--- config.mk ---
export PLATFORM = sky130hd
export DESIGN_NAME = mapper_top
export DESIGN_NICKNAME = d
export VERILOG_FILES = /design/src/source/cart_types_pkg.sv /design/src/source/cart_bus_pkg.sv /design/src/source/config_regs.sv /design/src/source/bank_regs.sv /design/src/source/irq_timer.sv /design/src/source/prg_mapper.sv /design/src/source/chr_mapper.sv /design/src/source/mapper_top.sv
export SDC_FILE = /design/constraint.sdc
export NUM_CORES = 1
export LEC_CHECK = 0
export ABC_AREA = 1
export BUFFER_PORTS_ARGS = -buffer_cell sky130_fd_sc_hd__buf_2
export CAP_MARGIN = 10
export CORE_AREA = 3 3 125 103
export CTS_CLUSTER_SIZE = 40
export DETAILED_ROUTE_END_ITERATION = 7
export DIE_AREA = 0 0 128 106
export GPL_ROUTABILITY_DRIVEN = 1
export PLACE_DENSITY = 0.6
export SETUP_SLACK_MARGIN = 0.05
export SYNTH_ARGS = -nofsm -noshare
export SYNTH_HDL_FRONTEND = slang
export SYNTH_HIERARCHICAL = 1
export SYNTH_SLANG_ARGS = --single-unit
--- constraint.sdc ---
create_clock -name m2 -period 2.39 [get_ports m2]
set_input_delay 0.1195 -clock m2 [delete_from_list [all_inputs] [get_ports m2]]
set_output_delay 0.1195 -clock m2 [all_outputs]
set_load 0.05 [all_outputs]
--- src/source/cart_types_pkg.sv ---
`default_nettype none

package cart_types_pkg;

	typedef logic [14:0] cpu_addr_t;    // CPU A14-A0, A15 comes as romsel
	typedef logic [7:0]  cpu_data_t;    // CPU data byte
	typedef logic [13:0] ppu_addr_t;    // PPU A13-A0
	typedef logic [13:0] flash_addr_t;  // Flash/SRAM A26-A13

	typedef logic [12:0] prg_base_t;    // Outer PRG base, A26-A14
	typedef logic [4:0]  prg_mask_t;    // PRG mask, A18-A14
	typedef logic [4:0]  chr_mask_t;    // CHR mask, A17-A13
	typedef logic [5:0]  prg_bank_t;    // Mapped CPU bank, A18-A13
	typedef logic [7:0]  chr_bank_t;    // Mapped PPU bank, A17-A10
	typedef logic [7:0]  bank_reg_t;    // Raw mapper bank register
	typedef logic [1:0]  sram_page_t;   // 8K SRAM page
	typedef logic [1:0]  mirroring_t;   // Nametable mirroring mode
	typedef logic [12:0] irq_count_t;   // #40 IRQ counter

	localparam mirroring_t MIRROR_VERTICAL   = 2'd0;  // A10 from PPU A10
	localparam mirroring_t MIRROR_HORIZONTAL = 2'd1;  // A10 from PPU A11
	localparam mirroring_t MIRROR_SINGLE_A   = 2'd2;  // A10 fixed low
	localparam mirroring_t MIRROR_SINGLE_B   = 2'd3;  // A10 fixed high

	typedef enum logic [4:0] {
		MAP_UXROM = 5'd1,   // #2
		MAP_CNROM = 5'd2,   // #3
		MAP_AXROM = 5'd8,   // #7
		MAP_SMB2J = 5'd18   // #40 with flags 0
	} mapper_e;

endpackage

`default_nettype wire

--- src/source/cart_bus_pkg.sv ---
`default_nettype none

package cart_bus_pkg;

	import cart_types_pkg::*;

	typedef struct packed {
		logic      romsel;    // Low for $8000-$FFFF
		logic      cpu_rw;    // Low on a write cycle
		cpu_addr_t cpu_addr;
		cpu_data_t cpu_data;
	} cpu_bus_t;

	// One accepted write into $8000-$FFFF
	typedef struct packed {
		logic      valid;     // Single-cycle strobe
		cpu_addr_t cpu_addr;
		cpu_data_t cpu_data;
	} rom_write_t;

	typedef struct packed {
		prg_base_t  prg_base;      // $5xx0/$5xx1
		prg_mask_t  prg_mask;      // $5xx2
		chr_mask_t  chr_mask;      // $5xx4
		sram_page_t sram_page;     // $5xx5
		mapper_e    mapper;        // $5xx6 low bits
		logic [2:0] flags;         // $5xx6 high bits
		mirroring_t mirroring;     // $5xx7 or mapper write
		logic       lockout;       // Freezes the window
		logic       prg_write_en;  // Flash writes allowed
		logic       chr_write_en;  // CHR RAM writes allowed
		logic       sram_en;       // SRAM at $6000
	} cart_config_t;

	typedef struct packed {
		logic       valid;    // One-cycle request
		mirroring_t mode;
	} mirror_req_t;

	typedef struct packed {
		bank_reg_t   prg_bank;    // UxROM/AxROM PRG
		bank_reg_t   chr_bank;    // CNROM CHR
		bank_reg_t   smb2j_c000;  // #40 bank at $C000
		mirror_req_t mirror_set;  // AxROM single-screen select
	} bank_state_t;

	typedef struct packed {
		logic start;  // Clear and run
		logic stop;   // Clear, halt, ack
	} irq_ctrl_t;

endpackage

`default_nettype wire

--- src/source/config_regs.sv ---
`timescale 1ns/1ps
`default_nettype none

module config_regs
	import cart_types_pkg::*, cart_bus_pkg::*;
(
	input  wire          m2,
	input  wire          ppu_addr_in,  // Async reset, active high
	input  wire cpu_bus_t     cpu_bus,
	input  wire mirror_req_t  mirror_set,
	output cart_config_t cfg,
	output rom_write_t   rom_wr
);

	logic      last_rw;    // cpu_rw on the previous edge
	logic      wr_accept;  // First write after a read
	logic      cfg_hit;    // Write into the $5xxx window
	cpu_data_t wr_data;

	assign wr_data = cpu_bus.cpu_data;
	assign wr_accept = ~cpu_bus.cpu_rw & last_rw;  // RMW dummy write dropped
	assign cfg_hit = wr_accept & cpu_bus.romsel & ~cfg.lockout &
		(cpu_bus.cpu_addr[14:12] == 3'b101);         // $5000-$5FFF

	assign rom_wr.valid = wr_accept & ~cpu_bus.romsel;  // $8000-$FFFF only
	assign rom_wr.cpu_addr = cpu_bus.cpu_addr;
	assign rom_wr.cpu_data = wr_data;

	always_ff @(posedge m2 or posedge ppu_addr_in)
	begin
		if (ppu_addr_in)
		begin
			last_rw <= 1'b1;  // First write after reset goes through
			cfg <= '0;
		end
		else
		begin
			last_rw <= cpu_bus.cpu_rw;
			if (cfg_hit)
			begin
				case (cpu_bus.cpu_addr[2:0])  // Mirrored every 8 bytes
					3'd0: cfg.prg_base[12:8] <= wr_data[4:0];  // A26-A22
					3'd1: cfg.prg_base[7:0] <= wr_data;        // A21-A14
					3'd2: cfg.prg_mask <= wr_data[4:0];
					3'd4: cfg.chr_mask <= wr_data[4:0];
					3'd5: cfg.sram_page <= wr_data[1:0];
					3'd6:
					begin
						cfg.flags <= wr_data[7:5];
						cfg.mapper <= mapper_e'(wr_data[4:0]);  // Unknown codes map nothing
					end
					3'd7:
					begin
						cfg.lockout <= wr_data[7];
						cfg.mirroring <= wr_data[4:3];
						cfg.prg_write_en <= wr_data[2];
						cfg.chr_write_en <= wr_data[1];
						cfg.sram_en <= wr_data[0];
					end
					default: ;  // $5xx3 has no register here
				endcase
			end
			if (mirror_set.valid)
				cfg.mirroring <= mirror_set.mode;  // One edge after the AxROM write
		end
	end

endmodule

`default_nettype wire

--- src/source/bank_regs.sv ---
`timescale 1ns/1ps
`default_nettype none

module bank_regs
	import cart_types_pkg::*, cart_bus_pkg::*;
#(
	parameter int USE_SMB2J = 1  // 0 drops the #40 decode
)
(
	input  wire          m2,
	input  wire          ppu_addr_in,  // Async reset, active high
	input  wire rom_write_t   rom_wr,
	input  wire cart_config_t cfg,
	output bank_state_t  banks,
	output irq_ctrl_t    irq_ctrl
);

	logic      smb2j_on;  // #40 selected and built in
	cpu_data_t wr_data;
	logic      a14;
	logic      a13;

	assign smb2j_on = (USE_SMB2J != 0) && (cfg.mapper == MAP_SMB2J) &&
		(cfg.flags == 3'b000);
	assign wr_data = rom_wr.cpu_data;
	assign a14 = rom_wr.cpu_addr[14];
	assign a13 = rom_wr.cpu_addr[13];

	always_ff @(posedge m2 or posedge ppu_addr_in)
	begin
		if (ppu_addr_in)
		begin
			banks <= '0;
			irq_ctrl <= '0;
		end
		else
		begin
			banks.mirror_set.valid <= 1'b0;  // Requests last one cycle
			irq_ctrl <= '0;                  // So do timer pulses
			if (rom_wr.valid)
			begin
				case (cfg.mapper)
					MAP_UXROM: banks.prg_bank <= wr_data;  // 16K at $8000
					MAP_CNROM: banks.chr_bank <= wr_data;  // 8K CHR
					MAP_AXROM:
					begin
						banks.prg_bank <= {3'b000, wr_data[4:0]};  // 32K PRG
						banks.mirror_set.valid <= 1'b1;
						banks.mirror_set.mode <= {1'b1, wr_data[4]};  // Single-screen A/B
					end
					MAP_SMB2J:
					begin
						if (smb2j_on)
						begin
							case ({a14, a13})
								2'b00: irq_ctrl.stop <= 1'b1;           // $8000 ack and halt
								2'b01: irq_ctrl.start <= 1'b1;          // $A000 restart
								2'b11: banks.smb2j_c000 <= wr_data;     // $E000 bank at $C000
								default: ;
							endcase
						end
					end
					default: ;  // Writes to ROM ignored
				endcase
			end
		end
	end

endmodule

`default_nettype wire

--- src/source/irq_timer.sv ---
`timescale 1ns/1ps
`default_nettype none

module irq_timer
	import cart_types_pkg::*, cart_bus_pkg::*;
(
	input  wire       m2,
	input  wire       ppu_addr_in,  // Async reset, active high
	input  wire irq_ctrl_t irq_ctrl,
	output logic      irq           // Active low
);

	logic       irq_en;     // Counting enabled
	irq_count_t irq_count;  // Free-running M2 cycle count

	always_ff @(posedge m2 or posedge ppu_addr_in)
	begin
		if (ppu_addr_in)
		begin
			irq_en <= 1'b0;
			irq_count <= '0;
		end
		else if (irq_ctrl.stop)
		begin
			irq_en <= 1'b0;
			irq_count <= '0;  // Releases irq
		end
		else if (irq_ctrl.start)
		begin
			irq_en <= 1'b1;
			irq_count <= '0;
		end
		else if (irq_en)
			irq_count <= irq_count + 1'b1;
	end

	assign irq = ~irq_count[12];  // Low after 4096 counts

endmodule

`default_nettype wire

--- src/source/prg_mapper.sv ---
`timescale 1ns/1ps
`default_nettype none

module prg_mapper
	import cart_types_pkg::*, cart_bus_pkg::*;
#(
	parameter int USE_SMB2J = 1  // 0 drops ROM at $6000
)
(
	input  wire cpu_bus_t     cpu_bus,
	input  wire cart_config_t cfg,
	input  wire bank_state_t  banks,
	output flash_addr_t  cpu_addr_out,
	output logic         flash_we,
	output logic         flash_oe,
	output logic         sram_ce,
	output logic         sram_we,
	output logic         sram_oe
);

	logic       a14;
	logic       a13;
	logic [4:0] map_code;    // Raw mapper code bits
	logic       smb2j_on;
	logic       in_6000;     // $6000-$7FFF
	logic       rom_access;  // Flash selected
	prg_bank_t  mapped;      // A18-A13 before masking
	prg_base_t  rom_hi;      // A26-A14 after base and mask

	assign a14 = cpu_bus.cpu_addr[14];
	assign a13 = cpu_bus.cpu_addr[13];
	assign map_code = cfg.mapper;
	assign smb2j_on = (USE_SMB2J != 0) && (cfg.mapper == MAP_SMB2J) &&
		(cfg.flags == 3'b000);
	assign in_6000 = cpu_bus.romsel & a14 & a13;
	assign rom_access = ~cpu_bus.romsel | (in_6000 & smb2j_on);

	always_comb
	begin
		if (map_code[3] == 1'b0)
			mapped = a14 ? {5'b11111, a13} : {banks.prg_bank[4:0], a13};  // UxROM style, last bank fixed
		else
			mapped = {banks.prg_bank[3:0], a14, a13};  // AxROM style, 32K
		if (smb2j_on)
		begin
			case ({~cpu_bus.romsel, a14, a13})
				3'b011: mapped = 6'd6;                     // $6000
				3'b100: mapped = 6'd4;                     // $8000
				3'b101: mapped = 6'd5;                     // $A000
				3'b110: mapped = banks.smb2j_c000[5:0];  // $C000 switchable
				3'b111: mapped = 6'd7;                     // $E000
				default: ;
			endcase
		end
	end

	assign rom_hi = cfg.prg_base | {8'b0, mapped[5:1] & ~cfg.prg_mask};
	assign cpu_addr_out = rom_access ? {rom_hi, mapped[0]} : {12'b0, cfg.sram_page};

	assign flash_we = cpu_bus.cpu_rw | cpu_bus.romsel | ~cfg.prg_write_en;
	assign flash_oe = ~cpu_bus.cpu_rw | ~rom_access;
	assign sram_ce = ~(in_6000 & cfg.sram_en & ~smb2j_on);  // ROM wins at $6000
	assign sram_we = cpu_bus.cpu_rw;
	assign sram_oe = ~cpu_bus.cpu_rw;

endmodule

`default_nettype wire

--- src/source/chr_mapper.sv ---
`timescale 1ns/1ps
`default_nettype none

module chr_mapper
	import cart_types_pkg::*, cart_bus_pkg::*;
(
	input  wire cart_config_t cfg,
	input  wire bank_state_t  banks,
	input  wire          ppu_rd,
	input  wire          ppu_wr,
	input  wire ppu_addr_t    ppu_addr,
	output chr_bank_t    ppu_addr_out,
	output logic         ppu_rd_out,
	output logic         ppu_wr_out,
	output logic         ppu_ciram_a10
);

	logic       smb2j_on;  // #40 has fixed 8K CHR
	logic [4:0] chr_hi;    // A17-A13 before masking

	assign smb2j_on = (cfg.mapper == MAP_SMB2J) && (cfg.flags == 3'b000);
	assign chr_hi = smb2j_on ? 5'b00000 : banks.chr_bank[4:0];
	assign ppu_addr_out = {chr_hi & ~cfg.chr_mask, ppu_addr[12:10]};

	always_comb
	begin
		case (cfg.mirroring)
			MIRROR_VERTICAL:   ppu_ciram_a10 = ppu_addr[10];
			MIRROR_HORIZONTAL: ppu_ciram_a10 = ppu_addr[11];
			MIRROR_SINGLE_A:   ppu_ciram_a10 = 1'b0;
			default:           ppu_ciram_a10 = 1'b1;  // Single-screen B
		endcase
	end

	assign ppu_rd_out = ppu_rd | ppu_addr[13];  // Nametable space is CIRAM
	assign ppu_wr_out = ppu_wr | ppu_addr[13] | ~cfg.chr_write_en;

endmodule

`default_nettype wire

--- src/source/mapper_top.sv ---
`timescale 1ns/1ps
`default_nettype none

module mapper_top
	import cart_types_pkg::*, cart_bus_pkg::*;
#(
	parameter int USE_SMB2J = 1  // Build the #40 port
)
(
	input  wire         m2,           // CPU clock
	input  wire         ppu_addr_in,  // Async reset, active high
	input  wire         romsel,
	input  wire         cpu_rw,
	input  wire cpu_addr_t   cpu_addr,
	input  wire cpu_data_t   cpu_data,
	output flash_addr_t cpu_addr_out,
	output logic        flash_we,
	output logic        flash_oe,
	output logic        sram_ce,
	output logic        sram_we,
	output logic        sram_oe,
	input  wire         ppu_rd,
	input  wire         ppu_wr,
	input  wire ppu_addr_t   ppu_addr,
	output chr_bank_t   ppu_addr_out,
	output logic        ppu_rd_out,
	output logic        ppu_wr_out,
	output logic        ppu_ciram_a10,
	output logic        irq           // Active low
);

	cpu_bus_t     cpu_bus;
	cart_config_t cfg;
	rom_write_t   rom_wr;
	bank_state_t  banks;
	irq_ctrl_t    irq_ctrl;

	assign cpu_bus = '{romsel, cpu_rw, cpu_addr, cpu_data};

	config_regs u_config_regs (
		.m2(m2), .ppu_addr_in(ppu_addr_in), .cpu_bus(cpu_bus),
		.mirror_set(banks.mirror_set), .cfg(cfg), .rom_wr(rom_wr)
	);

	bank_regs #(.USE_SMB2J(USE_SMB2J)) u_bank_regs (
		.m2(m2), .ppu_addr_in(ppu_addr_in), .rom_wr(rom_wr), .cfg(cfg),
		.banks(banks), .irq_ctrl(irq_ctrl)
	);

	irq_timer u_irq_timer (
		.m2(m2), .ppu_addr_in(ppu_addr_in), .irq_ctrl(irq_ctrl), .irq(irq)
	);

	prg_mapper #(.USE_SMB2J(USE_SMB2J)) u_prg_mapper (
		.cpu_bus(cpu_bus), .cfg(cfg), .banks(banks), .cpu_addr_out(cpu_addr_out),
		.flash_we(flash_we), .flash_oe(flash_oe), .sram_ce(sram_ce),
		.sram_we(sram_we), .sram_oe(sram_oe)
	);

	chr_mapper u_chr_mapper (
		.cfg(cfg), .banks(banks), .ppu_rd(ppu_rd), .ppu_wr(ppu_wr),
		.ppu_addr(ppu_addr), .ppu_addr_out(ppu_addr_out), .ppu_rd_out(ppu_rd_out),
		.ppu_wr_out(ppu_wr_out), .ppu_ciram_a10(ppu_ciram_a10)
	);

endmodule

`default_nettype wire

Word-level counts from Yosys, hierarchy flattened
Index checks and enable logic that the tools add are counted.

Output and inout bits: 31. Logic and storage cells: 119. Bits of input ports: 43. Flip-flop bits (word level): 75.

Muxes and demuxes: 23. Eq/ne operators: 20. Add/subtract/negate cells: 1. Bitwise operators: 31. Reduce and logical (&&, ||, !) cells: 22.

Operators with widths (number): two-way mux 13 bit (3); two-way mux 6 bit (5); one-hot mux 6 bit (5 select lines) (1); == test 3 bit, second input constant (9); AND reduction 2 bit (11); two-way mux 14 bit (1); adder 13 x 1 -> 13 bit, second input constant (1); OR 13 x 5 -> 13 bit (1); AND 1 bit (10); AND 5 bit (2); NOT 5 bit (2); one-hot mux 5 bit (2 select lines) (1); NOT 1 bit (9); two-way mux 2 bit (4); nonzero test 2 bit (4); OR 1 bit (7); == test 3 x 2 -> 1 bit, second input constant (2); logical NOT 3 bit (2); two-way mux 3 bit (2); == test 5 x 1 -> 1 bit, second input constant (1); == test 5 x 2 -> 1 bit, second input constant (1); == test 5 x 4 -> 1 bit, second input constant (1); == test 5 bit, second input constant (1); two-way mux 5 bit (1); other kinds (9) (15).

Depth between registers and ports, before layout
Gate-level depths: netlist of run 1.

Depth after elaboration: 7. Mapped depth: 10. Depth with buffers taken out: 9.

Modules after synthesis
Netlist of run 1, hierarchy kept.

Modules (own cells, without submodules): config_regs (area each 1893.1 um2, instances 1, cells an instance 190, seq. area each 1002.2 um2); bank_regs (area each 1307.5 um2, instances 1, cells an instance 139, seq. area each 725.7 um2); irq_timer (area each 755.7 um2, instances 1, cells an instance 101, seq. area each 350.3 um2); prg_mapper (area each 531.8 um2, instances 1, cells an instance 114, seq. area each 0.0 um2); chr_mapper (area each 143.9 um2, instances 1, cells an instance 33, seq. area each 0.0 um2).

Worst setup path after synthesis of run 1
No wires, ideal clock.

Path type: flip-flop to output port. Start point: register, netlist name u_config_regs/cfg[12]. End point: output cpu_addr_out[3]. Data arrival time: 1.707 ns. Slack: 0.563 ns. Cell stages (with the launch flop): 8. Path buffers: 0. Data required time: 2.271 ns. Path through: dfrtp_1 > inv_2 > nand2_1 > nor2_1 > nand3_2 > nand2_1 > nand3_1 > a21oi_1.

Longest elaborated chain between the ends: 6. Elaborated cells on any way between the ends: 10. Classes of those cells: 1 x eq/ne; 4 x mux; 4 x bitwise; 1 x reduce/logical.

Ends and longest elaborated chain: two-way mux 6 bit or == test 5 bit (tied branches) (RTL line prg_mapper.sv:40, prg_mapper.sv:33); one-hot mux 6 bit (5 select lines) or logical AND 1 bit (tied branches) (RTL line prg_mapper.sv:46, prg_mapper.sv:33); two-way mux 6 bit (RTL line prg_mapper.sv:44) `if (smb2j_on)`; AND 5 bit (RTL line prg_mapper.sv:57) `assign rom_hi = cfg.prg_base | {8'b0, mapped[5:1] & ~cfg.prg_mask};`; OR 13 x 5 -> 13 bit (RTL line prg_mapper.sv:57); two-way mux 14 bit (*) (RTL line prg_mapper.sv:58) `assign cpu_addr_out = rom_access ? {rom_hi, mapped[0]} : {12'b0, cfg.sram_page};`; end: declaration (RTL line mapper_top.sv:16) `output flash_addr_t cpu_addr_out,`.

Every way passes the cells marked *; elsewhere a longest branch is shown, timed or not.

Final worst setup path of run 1
Start point: register, netlist name u_config_regs/cfg[12]. End point: output cpu_addr_out[3].

Longest elaborated chain between the ends: 6. Elaborated cells on any way between the ends: 10. Classes of those cells: 1 x eq/ne; 4 x mux; 4 x bitwise; 1 x reduce/logical.

Ends and longest elaborated chain (RTL line): two-way mux 6 bit or == test 5 bit (tied branches) (prg_mapper.sv:40, prg_mapper.sv:33); one-hot mux 6 bit (5 select lines) or logical AND 1 bit (tied branches) (prg_mapper.sv:46, prg_mapper.sv:33); two-way mux 6 bit (prg_mapper.sv:44); AND 5 bit (prg_mapper.sv:57); OR 13 x 5 -> 13 bit (prg_mapper.sv:57); two-way mux 14 bit (*) (prg_mapper.sv:58).

Marks and branches as above.

==> flow_summary.json, run 1 <==
{
  "avgSynthCellArea_um2": 7.95,
  "vias_per_cell": 4.74,
  "finalNetCount": 622,
  "grt_pass1_vias": 3228,
  "cts_inserted_buffers": 9,
  "hold_viol_final": 0,
  "fin_crit_ns": 2.16,
  "setup_ws_ns": 0.228,
  "grt_max_degree": 41,
  "ioPinCount": 74,
  "io_buffers": 52,
  "initial_core_util_pct": 36.4,
  "core_area_um2": 11600,
  "synth_nets": 573,
  "hold_path_depth": 3,
  "ff_latch_area_um2": 1880,
  "rsz0062_at_grt": "false",
  "die_h_um": 106,
  "clkLatencyLatePin_ns": 0.33,
  "p_leak_nw": 2.41,
  "cts_tree": "done",
  "grt_pass1_wl_mm": 16.2,
  "die_w_um": 128,
  "timing.rr.start": "u_config_regs/last_rw",
  "fin_skew_ns": 0.00304,
  "power_density_nw_per_um2": 565,
  "hpwl_mm": 7.42,
  "wl_per_cell_um": 13.4,
  "syn_inst": 529,
  "drtPass1Iterations": 5,
  "clock-sinks": 75,
  "rows": 35,
  "finalCritPeriodShare_pct": 90.5,
  "setup_viol": 0,
  "area_growth_pct": 14.4,
  "ant_nets": 0,
  "routed-wl-met3_um": 675,
  "worstMarginPinSlew_ns": 0.811,
  "drc": 0,
  "crit_type": "reg -> out",
  "rrSetupSlack_ns": 0.76,
  "rr_endpoint": "u_bank_regs/banks[22]",
  "clk_pin_slew_ns": 0.05,
  "wl_met2_mm": 4.08,
  "cts.path.max_buffers": 2,
  "dp_worst_setup_slack_ns": 0.604,
  "irDropWorstVdd_v": 0.000435,
  "layout-drive-gt1-share_pct": 23.5,
  "start_kind": "flip-flop",
  "die-area_um2": 13600,
  "drt-total-wl_mm": 9.82,
  "cp_max_fo": 13,
  "cp-end-kind": "primary output",
  "dr_total_vias": 3470,
  "yosys_warnings": 6,
  "finalSetupTns_ns": 0,
  "max_freq_mhz": 463,
  "drtIter0Drc": 321,
  "maxCapViolCount": 0,
  "slew_headroom_pct": 45.9,
  "n_fill_cell": 1194,
  "arrival_ns": 2.04,
  "hold_start": "cpu_data[6]",
  "root_buffer": "clkbuf_16",
  "routed.top_layer": "met4",
  "drv_slew": 0,
  "syn_area_um2": 4210,
  "status": "finished clean",
  "m1WireLength_mm": 5.00,
  "grt.total_usage_pct": 15.1,
  "required_ns": 2.27,
  "worstHoldEndpoint": "u_config_regs/cfg[7]",
  "postCtsSetupRepairBufs": 0,
  "htree_levels": 3,
  "multi_input_area_um2": 1880,
  "rr_worst_depth": 8,
  "grt-ovfl-total": 0,
  "hold_path.class": "in -> reg",
  "gp_congestion": 0.886,
  "antenna_found_initial": 0
}
-- layout by cell type (no fill, tap or decap), types with 2 or more instances in the layout --
cell type,instances
buf_4,3
dfrtp_1,74
clkbuf_1,3
nor2_4,3
and2_1,2
a21oi_2,3
nand2_2,6
dlygate4sd3_1,2
inv_1,70
o21ai_0,25
clkinv_2,2
nand3_2,6
clkbuf_16,9
o22ai_1,4
nor2_1,58
buf_2,52
nand4_1,9
nand3_4,6
o21ai_2,16
nand3_1,36
nor2_8,4
clkbuf_8,2
o21ai_1,7
nand2_4,2
a21oi_1,10
nand2_1,142
inv_2,7
nor2_2,13
-- worst max-delay path by stage --
stage	from	endpoint	slack, ns	depth (start not counted)
2_1_floorplan	u_config_regs/cfg[12]	cpu_addr_out[3]	0.56	7
3_3_place_gp	u_config_regs/cfg[12]	cpu_addr_out[3]	0.64	8
3_5_place_dp	u_config_regs/cfg[12]	cpu_addr_out[3]	0.60	8
4_1_cts	u_config_regs/cfg[12]	cpu_addr_out[3]	0.24	8
5_1_grt	u_config_regs/cfg[10]	cpu_addr_out[0]	0.1	9
6_report	u_config_regs/cfg[12]	cpu_addr_out[3]	0.23	8
-- flip-flops by register name, summed over array words and instances (netlist names) --
name                   cells
u_config_regs/last_rw      1
u_irq_timer/irq_en         1
u_bank_regs/banks         19
u_config_regs/cfg         39
u_bank_regs/irq_ctrl       2
u_irq_timer/irq_count     13
-- repair_timing --
item,4_1_cts,5_1_grt
hold buffers,2,0
gates resized for setup,0,0
endpoints found under the hold margin,75,0
-- per-layer routing --
metal,up-vias,global-route usage [%]
met1,1617,22.5
li1,1739,-
met2,107,21.9
met3,7,3.87
met4,0,3.64
met5,-,0
-- report_power, final --
part / leakage, nW / internal [mW] / switching, mW
combinational: 1.24 / 0.0419 / 0.150
sequential: 1.03 / 1.27 / 0.000364
clock: 0.137 / 0.757 / 0.495
-- per-stage QoR --
stage | cell area, µm² | power (mW) | std cells | utilization, % | hold WS, ns
finish | 4810 | 2.72 | 732 | 41.6 | 0.0654
detailed placement | 4520 | 1.49 | 713 | 39.1 | 0.213
global route | 4810 | 2.82 | 731 | 41.6 | 0.0689
CTS | 4810 | 2.76 | 731 | 41.6 | 0.0563
global placement | 4520 | 1.49 | 713 | 39.1 | 0.208
floorplan | 4210 | 1.44 | 529 | - | 0.00872
-- cell type report --
| cell class | count | share of cell area, % |
|---|---|---|
| sequential | 75 | 39.0 |
| tap | 148 | 3.85 |
| antenna | 1 | 0.0520 |
| multi-input combinational | 358 | 39.1 |
| inverter | 77 | 6.01 |
| clock inverter | 2 | 0.208 |
| timing repair buffer | 57 | 6.29 |
| clock buffer | 14 | 5.49 |
-- critical path: stages (launching register included) --
cell and delay [ns]:
dfrtp_1 0.45, inv_2 0.16, nand2_1 0.08, nor2_1 0.19, nand3_2 0.12, nand2_2 0.10
inv_2 0.15, a21oi_1 0.17, buf_2 0.28
Power figures use the tool's default switching activity.
==> run 2: changes to the inputs <==
--- a/config.mk
+++ b/config.mk
@@ -13,6 +13,7 @@
 export DETAILED_ROUTE_END_ITERATION = 7
 export DIE_AREA = 0 0 128 106
 export GPL_ROUTABILITY_DRIVEN = 1
+export GPL_TIMING_DRIVEN = 0
 export PLACE_DENSITY = 0.6
 export SETUP_SLACK_MARGIN = 0.05
 export SYNTH_ARGS = -nofsm -noshare
==> flow_summary.json, run 2 (synthesis gave the netlist of run 1 again) <==
{
  "core_area_um2": 11600,
  "ioPinCount": 74,
  "cts.path.max_buffers": 2,
  "regMostFlops": "u_config_regs/cfg",
  "antenna_found_initial": 0,
  "htree_levels": 3,
  "start_kind": "flip-flop",
  "drt-total-wl_mm": 10.1,
  "hold_path.class": "in -> reg",
  "top_regs": "u_config_regs/cfg x39, u_bank_regs/banks x19, u_irq_timer/irq_count x13",
  "combPwrFrac_pct": 7.4,
  "wl_per_cell_um": 13.5,
  "initial_core_util_pct": 36.4,
  "drv_slew": 0,
  "hold_viol_final": 0,
  "postCtsSetupRepairBufs": 0,
  "die_h_um": 106,
  "die-area_um2": 13600,
  "setup_viol": 0,
  "drtPass1Iterations": 5,
  "layout-drive-gt1-share_pct": 26.5,
  "internal_power_mw": 2.16,
  "finalCritPeriodShare_pct": 88.5,
  "fin_crit_ns": 2.11,
  "die_w_um": 128,
  "finalSetupTns_ns": 0,
  "rr_worst_depth": 8,
  "cts_tree": "done",
  "hold_path_depth": 3,
  "largest_register_ffs": 39,
  "clkLatencyLatePin_ns": 0.34,
  "grt_pass1_vias": 3474,
  "vias_per_cell": 4.70,
  "cp_max_fo": 10,
  "max_freq_mhz": 473,
  "setup_ws_ns": 0.276,
  "clk_pin_slew_ns": 0.06,
  "pwr-share-clk_pct": 48.1,
  "ant_nets": 0,
  "switching_share_pct": 24.3,
  "gp_congestion": 0.905,
  "timing.rr.start": "u_config_regs/last_rw",
  "power.share.sequential_pct": 44.5,
  "rows": 35,
  "drc": 0,
  "p_leak_nw": 2.50,
  "hold_start": "cpu_data[6]",
  "clock-sinks": 75,
  "slew_headroom_pct": 39.2,
  "hpwl_mm": 7.77,
  "fin_skew_ns": 0.00628,
  "layout_commonest_cell": "nand2_1",
  "worstHoldEndpoint": "u_config_regs/cfg[7]",
  "layout_common_cells": "142 x nand2_1, 74 x dfrtp_1, 69 x inv_1",
  "p_sw_mw": 0.695,
  "irDropWorstVdd_v": 0.000338,
  "arrival_ns": 1.99,
  "power_density_nw_per_um2": 574,
  "rr_endpoint": "u_bank_regs/banks[19]",
  "dr_total_vias": 3514,
  "grt.total_usage_pct": 16.0,
  "required_ns": 2.27,
  "rrSetupSlack_ns": 0.77,
  "status": "finished clean",
  "root_buffer": "clkbuf_16",
  "grt_pass1_wl_mm": 17.3,
  "worstMarginPinSlew_ns": 0.911,
  "rsz0062_at_grt": "false",
  "maxCapViolCount": 0,
  "drtIter0Drc": 252,
  "cp-end-kind": "primary output",
  "final_core_util_pct": 43.1,
  "fin_hold_ws_ns": 0.0746,
  "dp_worst_setup_slack_ns": 0.613,
  "antenna_cells": 0,
  "grt-ovfl-total": 0,
  "finalNetCount": 639,
  "grt_max_degree": 41,
  "io_buffers": 53,
  "cts_inserted_buffers": 9,
  "crit_type": "reg -> out",
  "area_growth_pct": 18.5
}
[run 2: cell count changes in the layout (fill, tap and decap cells not counted), sizes merged]
cell	change
buf	+17
clkbuf	-4
clkinv	+2
bufinv	+1
clkinvlp	+1
diode	-1
[run 2: metal layers]
metal  vias to the layer above  global-route usage (%)  part of all wire [%]
met5                         -                       0                     0
met4                         0                    4.17                  0.96
met3                         8                    3.97                   6.0
met2                        95                    22.7                    41
met1                      1626                    24.3                    52
li1                       1785                       -                     -
[run 2: cell type report]
cell class	count	area, µm²
buffer	19	159
clock buffer	10	239
clock inverter	6	65.1
fill	1177	6580
inverter	77	289
multi-input combinational	358	1880
sequential	75	1880
tap	148	185
timing repair buffer	55	285
[run 2: timing repair]
action	4_1_cts	5_1_grt
hold buffers	2	0
endpoints found under the setup margin	0	1
endpoints found under the hold margin	36	0
gates resized for setup	0	1
[run 2: worst max-delay path by stage]
stage,start,endpoint,slack [ns],cells past startpoint
after CTS,u_config_regs/cfg[10],cpu_addr_out[0],0.24,9
after global placement,u_config_regs/cfg[12],cpu_addr_out[5],0.63,9
after global routing,u_config_regs/cfg[12],cpu_addr_out[5],0.11,9
after floorplan,u_config_regs/cfg[12],cpu_addr_out[3],0.56,7
after detailed placement,u_config_regs/cfg[10],cpu_addr_out[0],0.61,9
final,u_config_regs/cfg[12],cpu_addr_out[5],0.28,9
[run 2: stage by stage]
stage                     total power, mW  instances  area, µm²
after global placement               1.50        730       4660
after detailed placement             1.51        730       4660
after CTS                            2.90        748       4980
after global routing                 2.96        748       4980
final                                2.86        748       4980
after floorplan                      1.44        529       4210
[run 2: power by group through the flow]
stage               logic [mW]  registers (mW)  clock network [mW]
global route             0.233            1.27                1.46
CTS                      0.217            1.27                1.41
global placement         0.210            1.29                   0
finish                   0.212            1.27                1.37
detailed placement       0.214            1.29                   0
floorplan                0.140            1.29                   0
[run 2: worst max-delay path, stage by stage (launching register included)]
cell and delay [ns]:
dfrtp_1 0.45, inv_2 0.15, nand2_1 0.08, nor2_1 0.16
nand3_2 0.12, nand2_2 0.10, inv_2 0.07, buf_6 0.15
a21oi_2 0.10, buf_2 0.27
==> run 3: changes to the inputs <==
--- a/config.mk
+++ b/config.mk
@@ -8,13 +8,13 @@
 export ABC_AREA = 1
 export BUFFER_PORTS_ARGS = -buffer_cell sky130_fd_sc_hd__buf_2
 export CAP_MARGIN = 10
-export CORE_AREA = 3 3 125 103
+export CORE_AREA = 3 3 103 85
 export CTS_CLUSTER_SIZE = 40
 export DETAILED_ROUTE_END_ITERATION = 7
-export DIE_AREA = 0 0 128 106
+export DIE_AREA = 0 0 106 88
 export GPL_ROUTABILITY_DRIVEN = 1
 export GPL_TIMING_DRIVEN = 0
-export PLACE_DENSITY = 0.6
+export PLACE_DENSITY = 0.83
 export SETUP_SLACK_MARGIN = 0.05
 export SYNTH_ARGS = -nofsm -noshare
 export SYNTH_HDL_FRONTEND = slang
==> flow_summary.json, run 3 (synthesis gave the netlist of run 1 again) <==
{
  "status": "finished clean",
  "rows": 29,
  "crit_family": "buffers and inverters",
  "clkLatencyLatePin_ns": 0.36,
  "p_leak_nw": 2.47,
  "drt-total-wl_mm": 9.91,
  "regMostFlops": "u_config_regs/cfg",
  "io_buffers": 53,
  "fin_skew_ns": 0.0121,
  "drv_slew": 0,
  "antenna_found_initial": 0,
  "die_h_um": 88,
  "combPwrFrac_pct": 7.9,
  "die_w_um": 106,
  "finalCritPeriodShare_pct": 89.9,
  "max_freq_mhz": 466,
  "worstHoldEndpoint": "u_config_regs/cfg[7]",
  "grt.total_usage_pct": 23.2,
  "maxCapViolCount": 0,
  "rsz0062_at_grt": "false",
  "cp_cell_sequence": "inv_2, nand2_1, nor2_1, nand3_2, nand2_2, inv_2, buf_6, a21oi_2, buf_2",
  "cts_tree": "done",
  "fin_hold_ws_ns": 0.0433,
  "clk_pin_slew_ns": 0.09,
  "postCtsSetupRepairBufs": 0,
  "critPathMaxStageDelay_ns": 0.45,
  "layout_common_cells": "142 x nand2_1, 74 x dfrtp_1, 69 x inv_1",
  "rr_endpoint": "u_bank_regs/banks[23]",
  "cp_max_fo": 10,
  "initial_core_util_pct": 53.7,
  "setup_ws_ns": 0.242,
  "vias_per_cell": 5.20,
  "n_fill_cell": 706,
  "use_met2_pct": 37.1,
  "grt.busiest_layer": "met2",
  "path_buf_inv": 4,
  "pwr-share-clk_pct": 44.8,
  "grt-ovfl-total": 0,
  "finalNetCount": 639,
  "largest_register_ffs": 39,
  "hold_path.class": "in -> reg",
  "root_buffer": "clkbuf_8",
  "finalSetupTns_ns": 0,
  "required_ns": 2.27,
  "switching_share_pct": 24.5,
  "power_density_nw_per_um2": 550,
  "arrival_ns": 2.03,
  "rrSetupSlack_ns": 0.79,
  "drtPass1Iterations": 5,
  "use_met1_pct": 31.7,
  "start_kind": "flip-flop",
  "internal_power_mw": 2.02,
  "cts.path.max_buffers": 2,
  "layout_commonest_cell": "nand2_1",
  "p_sw_mw": 0.658,
  "gp_congestion": 0.943,
  "ant_nets": 0,
  "drc": 0,
  "core_area_um2": 7840,
  "grt_pass1_wl_mm": 16.9,
  "top_regs": "u_config_regs/cfg x39, u_bank_regs/banks x19, u_irq_timer/irq_count x13",
  "layout-drive-gt1-share_pct": 26.5,
  "setup_viol": 0,
  "clock-sinks": 75,
  "drtIter0Drc": 167,
  "crit_top_cell": "inv_2",
  "power.share.sequential_pct": 47.3,
  "hold_path_depth": 3,
  "hpwl_mm": 7.56,
  "hold_start": "cpu_data[6]",
  "irDropWorstVdd_v": 0.000377,
  "worstMarginPinSlew_ns": 0.839,
  "grt_max_degree": 41,
  "dr_total_vias": 3683,
  "die-area_um2": 9330,
  "wl_per_cell_um": 14.0,
  "ioPinCount": 74,
  "area_growth_pct": 15.9,
  "dp_worst_setup_slack_ns": 0.592,
  "antenna_cells": 0,
  "crit_type": "reg -> out",
  "met3_usage_pct": 6.63,
  "htree_levels": 3,
  "timing.rr.start": "u_config_regs/last_rw",
  "grt_pass1_vias": 3484,
  "slew_headroom_pct": 44.0,
  "rr_worst_depth": 8,
  "cts_inserted_buffers": 9,
  "fin_crit_ns": 2.15,
  "cp-end-kind": "primary output",
  "crit_slowest_cell": "dfrtp_1",
  "hold_viol_final": 0
}
[run 3: cell types whose count changed in the layout (fill, tap and decap cells not counted)]
cell / previous run / this run
clkbuf_16: 9 / 0
clkbuf_8: 1 / 9
bufinv_16: 1 / 3
clkinv_2: 2 / 0
inv_6: 0 / 1
[run 3: metrics by stage]
stage,area [µm²],total power [mW],std cells,utilization [%]
floorplan,4210,1.44,529,-
global placement,4610,1.50,690,58.8
detailed placement,4610,1.50,690,58.8
CTS,4870,2.72,708,62.2
global route,4880,2.80,708,62.2
finish,4880,2.68,708,62.2
[run 3: how the worst max path moves through the flow]
stage,cells past startpoint,end,from
after floorplan,7,cpu_addr_out[3],u_config_regs/cfg[12]
after global placement,9,cpu_addr_out[4],u_config_regs/cfg[12]
after detailed placement,8,cpu_addr_out[5],u_config_regs/cfg[10]
after CTS,8,cpu_addr_out[5],u_config_regs/cfg[10]
after global routing,8,cpu_addr_out[2],u_config_regs/cfg[12]
final,9,cpu_addr_out[5],u_config_regs/cfg[12]
[run 3: repair_timing]
| item | 4_1_cts | 5_1_grt |
|---|---|---|
| hold buffers | 2 | 0 |
| endpoints found under the setup margin | 0 | 2 |
| resized for setup | 0 | 1 |
| hold endpoints to repair | 75 | 0 |
[run 3: per-layer routing]
layer  up-vias  part of all wire, %
met5         -                    0
met4         0                 0.81
li1       1790                    -
met2       135                   45
met3         9                  7.8
met1      1749                   46
[run 3: worst register-to-register path, delay by kind of cell (launching register included)]
kind	cells	cell delay, ns
buffers and inverters	2	0.29
DFF	1	0.53
and+or+nand+nor	6	0.67
[run 3: area by class of cell]
cell class                 count  area, µm²  area share, %
sequential                    75       1880           38.5
clock inverter                 7        124           2.54
clock buffer                   9        124           2.54
inverter                      77        289           5.93
buffer                        19        159           3.26
tap                          108        135           2.77
multi-input combinational    358       1880           38.6
timing repair buffer          55        285           5.85
[run 3: power by group through the flow]
stage                     Combinational (mW)  Clock, mW  Sequential, mW
after floorplan                        0.140          0            1.29
after detailed placement               0.210          0            1.29
after CTS                              0.213       1.23            1.27
final                                  0.212       1.20            1.27
after global placement                 0.205          0            1.29
after global routing                   0.231       1.30            1.27
